### src/float_params.svh
// width and bias macros of the single-precision float format, included by rtl and testbench
`ifndef FLOAT_PARAMS_SVH
`define FLOAT_PARAMS_SVH

// whole float word
`define FLOAT_BITS 32

// exponent field and its bias
`define FLOAT_EXP_BITS 8
`define FLOAT_EXP_BIAS 127

`define FLOAT_MANT_BITS 23 // stored fraction, also the product/quotient shift

// working mantissa between arithmetic stage and normaliser
`define FLOAT_WIDE_BITS (2 * `FLOAT_MANT_BITS + 1)

`endif
### src/float_norm.sv
// iterative normaliser, shifts the working mantissa one bit per cycle and packs the result
`include "float_params.svh"

module float_norm (
	input  logic                         in_clk,
	input  logic                         in_rst,
	input  logic                         norm_start,
	input  logic                         raw_sign,
	input  logic [`FLOAT_EXP_BITS-1:0]   raw_exp,
	input  logic [`FLOAT_WIDE_BITS-1:0]  raw_mant,
	output logic                         norm_done,
	output logic [`FLOAT_BITS-1:0]       result
);

	logic                         busy;
	logic                         phase_left; // right shifts finished
	logic                         work_sign;
	logic [`FLOAT_EXP_BITS-1:0]   work_exp;
	logic [`FLOAT_WIDE_BITS-1:0]  work_mant;
	logic                         over;
	logic                         under;

	// two or more in fixed point
	assign over = |work_mant[`FLOAT_WIDE_BITS-1:`FLOAT_MANT_BITS+1];

	// fraction left but hidden one missing
	assign under = (work_mant[`FLOAT_MANT_BITS-1:0] != '0) && !work_mant[`FLOAT_MANT_BITS];

	always_ff @(posedge in_clk or posedge in_rst) begin
		if (in_rst) begin
			busy       <= 1'b0;
			phase_left <= 1'b0;
			work_sign  <= 1'b0;
			work_exp   <= '0;
			work_mant  <= '0;
		end else if (norm_start) begin
			busy       <= 1'b1;
			phase_left <= 1'b0;
			work_sign  <= raw_sign;
			work_exp   <= raw_exp;
			work_mant  <= raw_mant;
		end else if (busy) begin
			if (!phase_left) begin
				if (over) begin
					work_mant <= work_mant >> 1;
					work_exp  <= work_exp + 1'b1;
				end else begin
					phase_left <= 1'b1;
				end
			end else if (under) begin
				work_mant <= work_mant << 1;
				work_exp  <= work_exp - 1'b1; // wraps, no underflow check
			end else begin
				busy <= 1'b0;
			end
		end
	end

	assign norm_done = !busy;

	// hidden one dropped
	assign result = {work_sign, work_exp, work_mant[`FLOAT_MANT_BITS-1:0]};

endmodule

### config.mk
export PLATFORM = sky130hd
export DESIGN_NAME = float_norm
export DESIGN_NICKNAME = d
export VERILOG_FILES = /design/src/float_norm.sv
export VERILOG_INCLUDE_DIRS = /design/src /design/src/src
export SDC_FILE = /design/constraint.sdc
export NUM_CORES = 1
export LEC_CHECK = 0
export ABC_AREA = 1
export BUFFER_PORTS_ARGS = -buffer_cell sky130_fd_sc_hd__buf_2
export CORE_ASPECT_RATIO = 1.75
export CORE_MARGIN = 3
export CORE_UTILIZATION = 59
export DETAILED_ROUTE_END_ITERATION = 7
export HOLD_SLACK_MARGIN = 0.12
export PLACE_DENSITY = 0.86
export SYNTH_ARGS = -nofsm -noshare
export SYNTH_HDL_FRONTEND = slang
export SYNTH_SLANG_ARGS = --single-unit
### constraint.sdc
create_clock -name in_clk -period 3 [get_ports in_clk]
set_clock_uncertainty 0.2 [all_clocks]
set_input_delay 0.15 -clock in_clk [delete_from_list [all_inputs] [get_ports in_clk]]
set_output_delay 0.15 -clock in_clk [all_outputs]
set_load 0.05 [all_outputs]
* Yosys cells after proc, flatten, opt, wreduce, memory -nomap -nowiden
Cells that the tools add are included.
** Storage, ports and cells
- Input bits :: 59
- Bits in registers :: 58
** Cells by class
- Mux-type cells :: 18
- Reductions and logical operators :: 8
- Add/sub/neg operators :: 2
- Eq/ne operators :: 1
** Operator list (count)
- two-way mux 47 bit :: 5
- two-way mux 8 bit :: 5
- nonzero test 23 bit :: 1
- OR reduction 23 bit :: 1
- adder 8 x 1 -> 8 bit (second input constant) :: 1
- two-way mux 1 bit :: 8
- subtractor 8 x 1 -> 8 bit (second input constant) :: 1
- != test 3 x 2 -> 1 bit (second input constant) :: 1
- AND reduction 3 bit :: 1
- nonzero test 3 bit :: 1
- logical NOT 1 bit :: 2
- nonzero test 2 bit :: 1
- logical AND 1 bit :: 1

* Depth between registers and ports, before layout
- Depth in word-level cells :: 6
- Mapped depth :: 13

* Worst setup path after synthesis
OpenSTA, ideal clock, no wires.
- Path type :: flip-flop to flip-flop
- From :: register work_exp[0]
- To :: register work_exp[6]
- Path buffers :: 0
- Path slack :: 0.899 ns
- Stages on the path, launching flop included :: 13
- Setup time :: 0.118 ns
- Arrival :: 1.783 ns
- Data required time :: 2.682 ns
- Cells stage by stage :: dfrtp_1 -> inv_1 -> fa_1 -> inv_1 -> nand2_1 -> nand2_1 -> nand3_1 -> nand2_1 -> nand2_1 -> nand3_1 -> nand2_1 -> nand3_1 -> nand2_1
** On the way
- Cells in the longest elaborated chain, start to end :: 5
- Elaborated cells on any way between the ends :: 7
- Classes of those cells :: add/sub (2); mux (5)
** Ends and longest elaborated chain
- start: declaration :: line float_norm.sv:18 : logic [`FLOAT_EXP_BITS-1:0] work_exp;
- start signal: assignment :: line float_norm.sv:40 : work_exp <= raw_exp;
- start signal: assignment :: line float_norm.sv:46 : work_exp <= work_exp + 1'b1;
- start signal: assignment :: line float_norm.sv:52 : work_exp <= work_exp - 1'b1;
- adder 8 x 1 -> 8 bit or subtractor 8 x 1 -> 8 bit (tied branches) :: line float_norm.sv:46, float_norm.sv:52
- two-way mux 8 bit (on tied branches) :: line float_norm.sv:44, float_norm.sv:50
- two-way mux 8 bit (*) :: line float_norm.sv:43 : if (!phase_left) begin
- two-way mux 8 bit (*) :: line float_norm.sv:42 : end else if (busy) begin
- two-way mux 8 bit (*) :: line float_norm.sv:36 : end else if (norm_start) begin
Mark *: on every way between the ends. The rest lies on a longest branch, timed or not. The select of a mux whose other input is x is not followed.
A chain may end at the register's enable or synchronous reset.

* Worst setup path after layout
- From :: register phase_left
- To :: register work_mant[41]
** On the way
- Cells in the longest elaborated chain, start to end :: 3
- Elaborated cells on any way between the ends :: 6
- Classes of those cells :: eq/ne (1); mux (3); reduce/logical (2)
** Ends and longest elaborated chain
- start: declaration :: line float_norm.sv:16 : logic phase_left;
- start signal: assignment :: line float_norm.sv:32 : phase_left <= 1'b0;
- start signal: assignment :: line float_norm.sv:38 : phase_left <= 1'b0;
- start signal: assignment :: line float_norm.sv:48 : phase_left <= 1'b1;
- two-way mux 47 bit :: line float_norm.sv:43
- two-way mux 47 bit :: line float_norm.sv:42
- two-way mux 47 bit :: line float_norm.sv:36
- end signal: assignment :: line float_norm.sv:41 : work_mant <= raw_mant;
- end signal: assignment :: line float_norm.sv:45 : work_mant <= work_mant >> 1;
- end signal: assignment :: line float_norm.sv:51 : work_mant <= work_mant << 1;
- end: declaration :: line float_norm.sv:19 : logic [`FLOAT_WIDE_BITS-1:0] work_mant;
Several ways; a longest one is shown, not always the timed one. The select of a mux whose other input is x is not followed.

==> summary.txt <==
Global route
  – Remaining global-route overflow: 0
  – Vias in the first global route: 4309
  – Initial antenna violation count: 0
  – Gr usage total: 32.9%
  – First-pass GRT wire length: 19900 microns
  – Largest net degree at the start of global routing: 59

Outcome
  – Run status: finished clean

Setup path
  – Worst Path Arrival: 2.30 ns
  – Crit-path max FO: 55
  – CP cell instances: buf_4 > nor2_2 > nand4_2 > nand3_4 > nand2_1 > nand2_1
  – Crit start category: flip-flop
  – CP most frequent cell: nand2_1
  – CP peak stage delay: 0.62 ns
  – Req. time, crit path: 3.01 ns
  – CP max-delay cell: dfrtp_1
  – Crit path kind: flip-flop to flip-flop
  – Worst Setup End Kind: flip-flop

Logic synthesis
  – Synth warnings: 0
  – Syn Nets: 627
  – Mapped Area: 4000 sq um
  – Yosys reg bits: 58
  – Compound-Gate Fraction of Synth Area: 12.1%
  – Post-synthesis adder-cell area fraction: 2.38%
  – Post-synthesis xor/xnor area fraction: 0.219%
  – Post-synthesis simple-gate area fraction: 33.8%
  – Cells after Synth: 561
  – Combinational family with the most area after synthesis: simple AND/OR/NAND/NOR gates
  – Sequential area share after synthesis: 36.3%
  – Mean Syn Cell Area: 7.12 sq um
  – Netlist cell types: 31
  – Post-synthesis mux area share: 0%

Clock tree
  – CTS tree: yes
  – Post-cts resize count: 0
  – Clock root buffer: clkbuf_16
  – Number of CTS-inserted buffers: 9
  – Cts-stage hold buffer count: 52
  – CTS max path bufs: 2
  – CTS HTree Levels: 3
  – Post-CTS Setup Inserts: 0
  – Clock-pin slew on the worst setup and hold paths: 0.05 ns
  – Clock Latency Late Sink: 0.33 ns
  – Clk sink count: 58

Run
  – Maxcap violations: 0

Floorplanning
  – IO Pins: 92
  – Die width: 68.2 microns
  – Rows: 39
  – Die ar.: 7840 sq um
  – Die height: 115 microns
  – Core footprint: 6540 sq um
  – Starting Density: 61.1%

Timing
  – Fmax: 436 MHz
  – Setup TNS Final: 0 ns
  – RSZ-0062 raised after global routing: false
  – Final Hold Fails: 0
  – Tightest Pin Transition: 0.761 ns
  – Slew margin rel.: 49.3%
  – Setup violators final: 0
  – Final hold slack: 0.137 ns
  – Slew Limit Fails: 0
  – Period Utilization, post-route: 76.4%
  – Tmin final: 2.29 ns

Drt
  – Drt total wl: 12100 microns
  – # DRC: 0
  – Initial DRC count: 559
  – Vias post-DR: 4447
  – First-pass detailed-route iteration total: 5
  – Post-DR vias/cell: 5.94
  – Routed WL per cell: 16.1 microns
  – DRT antenna net count: 0

Finish
  – Synth-to-layout area growth: 24.8%
  – Final Util: 76.3%
  – Area of the multi-input gates: 1940 sq um
  – Filler instances: 472
  – Nets: 728
  – Share of layout cells above drive strength 1: 18.7%
  – Antenna cells: 0
  – FF/Latch Area: 1450 sq um
  – Final instance area: 4990 sq um

Pwr
  – VDD IR max: 0.330 mV
  – Total power: 2.46 mW
  – Power density over the cells: 492 nW/um^2
  – Leakage: 2.55 nW

Placement
  – IO buf count: 91
  – Gpl congestion: 0.885
  – Cell Area, Placed: 4200 sq um
  – DP HPWL: 7280 microns

Hold path
  – Class of the worst hold path: primary input to flip-flop
cells by family (layout without fill, tap and decap cells):
kind of cell    count (synthesis)  in the layout
compound gates                 85             85
xor+xnor                        1              1
fa+ha+maj                       7              7
buf+inv                       111            217
flops                          58             58
simple gates                  299            299
path summary, 6_finish.rpt:
kind                            cells past startpoint          from  slack [ns]            end
worst max-delay path                                6    phase_left        0.71  work_mant[41]
worst min-delay path                                5  raw_mant[39]        0.14  work_mant[39]
worst max register to register                      6    phase_left        0.71  work_mant[41]
worst min register to register                      2     work_sign        0.27      work_sign
max in group asynchronous                           4        in_rst        1.70  work_mant[22]
min in group asynchronous                           4        in_rst        0.39   work_mant[0]
through the flow:
stage / worst slack (ns) / cells
finish: 0.708 / 749
global route: 0.568 / 749
floorplan: 0.899 / 561
global placement: 0.860 / 681
detailed placement: 0.753 / 681
CTS: 0.742 / 749
state kept, by name (all words and copies together), names as in the netlist:
register	flops
work_sign	1
phase_left	1
work_exp	8
work_mant	47
busy	1
critical path: cells and delay by family, from the launching register on:
family        cells  cell delay (ns)
simple gates      5             1.04
flops             1             0.62
buf+inv           1             0.29
routing by layer:
layer | GRT usage (%) | vias to the layer above | wire (microns)
li1 | - | 2074 | -
met1 | 40.2 | 2051 | 4480
met2 | 53.5 | 264 | 6140
met3 | 5.18 | 58 | 927
met4 | 19.1 | 0 | 547
met5 | 0 | - | 0
synthesized netlist by cell type:
cell type,instances,area (sq um)
dfrtp_1,58,1450
buf_4,26,195
inv_2,3,11.3
xnor2_1,1,8.76
a22o_1,1,8.76
nand3_4,1,17.5
ha_1,6,75.1
clkinv_1,1,3.75
or2_2,2,12.5
clkbuf_1,6,22.5
nand2_1,162,608
fa_1,1,20.0
o22ai_1,30,188
nand3b_1,2,15.0
nor2_1,40,150
o21ai_1,1,5.00
buf_1,6,22.5
nor3_1,15,75.1
nand4_2,1,12.5
buf_2,15,75.1
a21oi_1,33,165
nand3_1,18,90.1
nand4_1,55,344
nand2_2,1,6.26
o31ai_1,1,7.51
inv_1,44,165
nor2_4,1,11.3
nor2_2,1,6.26
a211oi_1,6,45.0
o21ai_0,13,65.1
buf_6,10,113
cell type report:
class	instances	share of cell area, %
Multi-Input combinational cell	392	38.8
Tap cell	82	2.06
Timing Repair Buffer	153	21.1
Clock inverter	3	0.301
Inverter	48	3.61
Sequential cell	58	29.1
Clock buffer	13	5.02
power breakdown:
group	internal (mW)	total, mW	switching [mW]
clock	0.577	0.937	0.360
sequential	0.856	0.935	0.0795
combinational	0.216	0.582	0.366
cell usage in the layout, fill, tap and decap left out, drive strengths merged, types with 4 or more instances in the layout:
cell type	n
nand2	163
buf	101
dfrtp	58
nand4	56
dlygate4sd3	52
inv	47
nor2	42
a21oi	33
o22ai	30
nand3	19
nor3	15
o21ai	14
clkbuf	13
a211oi	6
ha	6
clkinv	4
No activity file was read; power rests on OpenSTA's default activity.
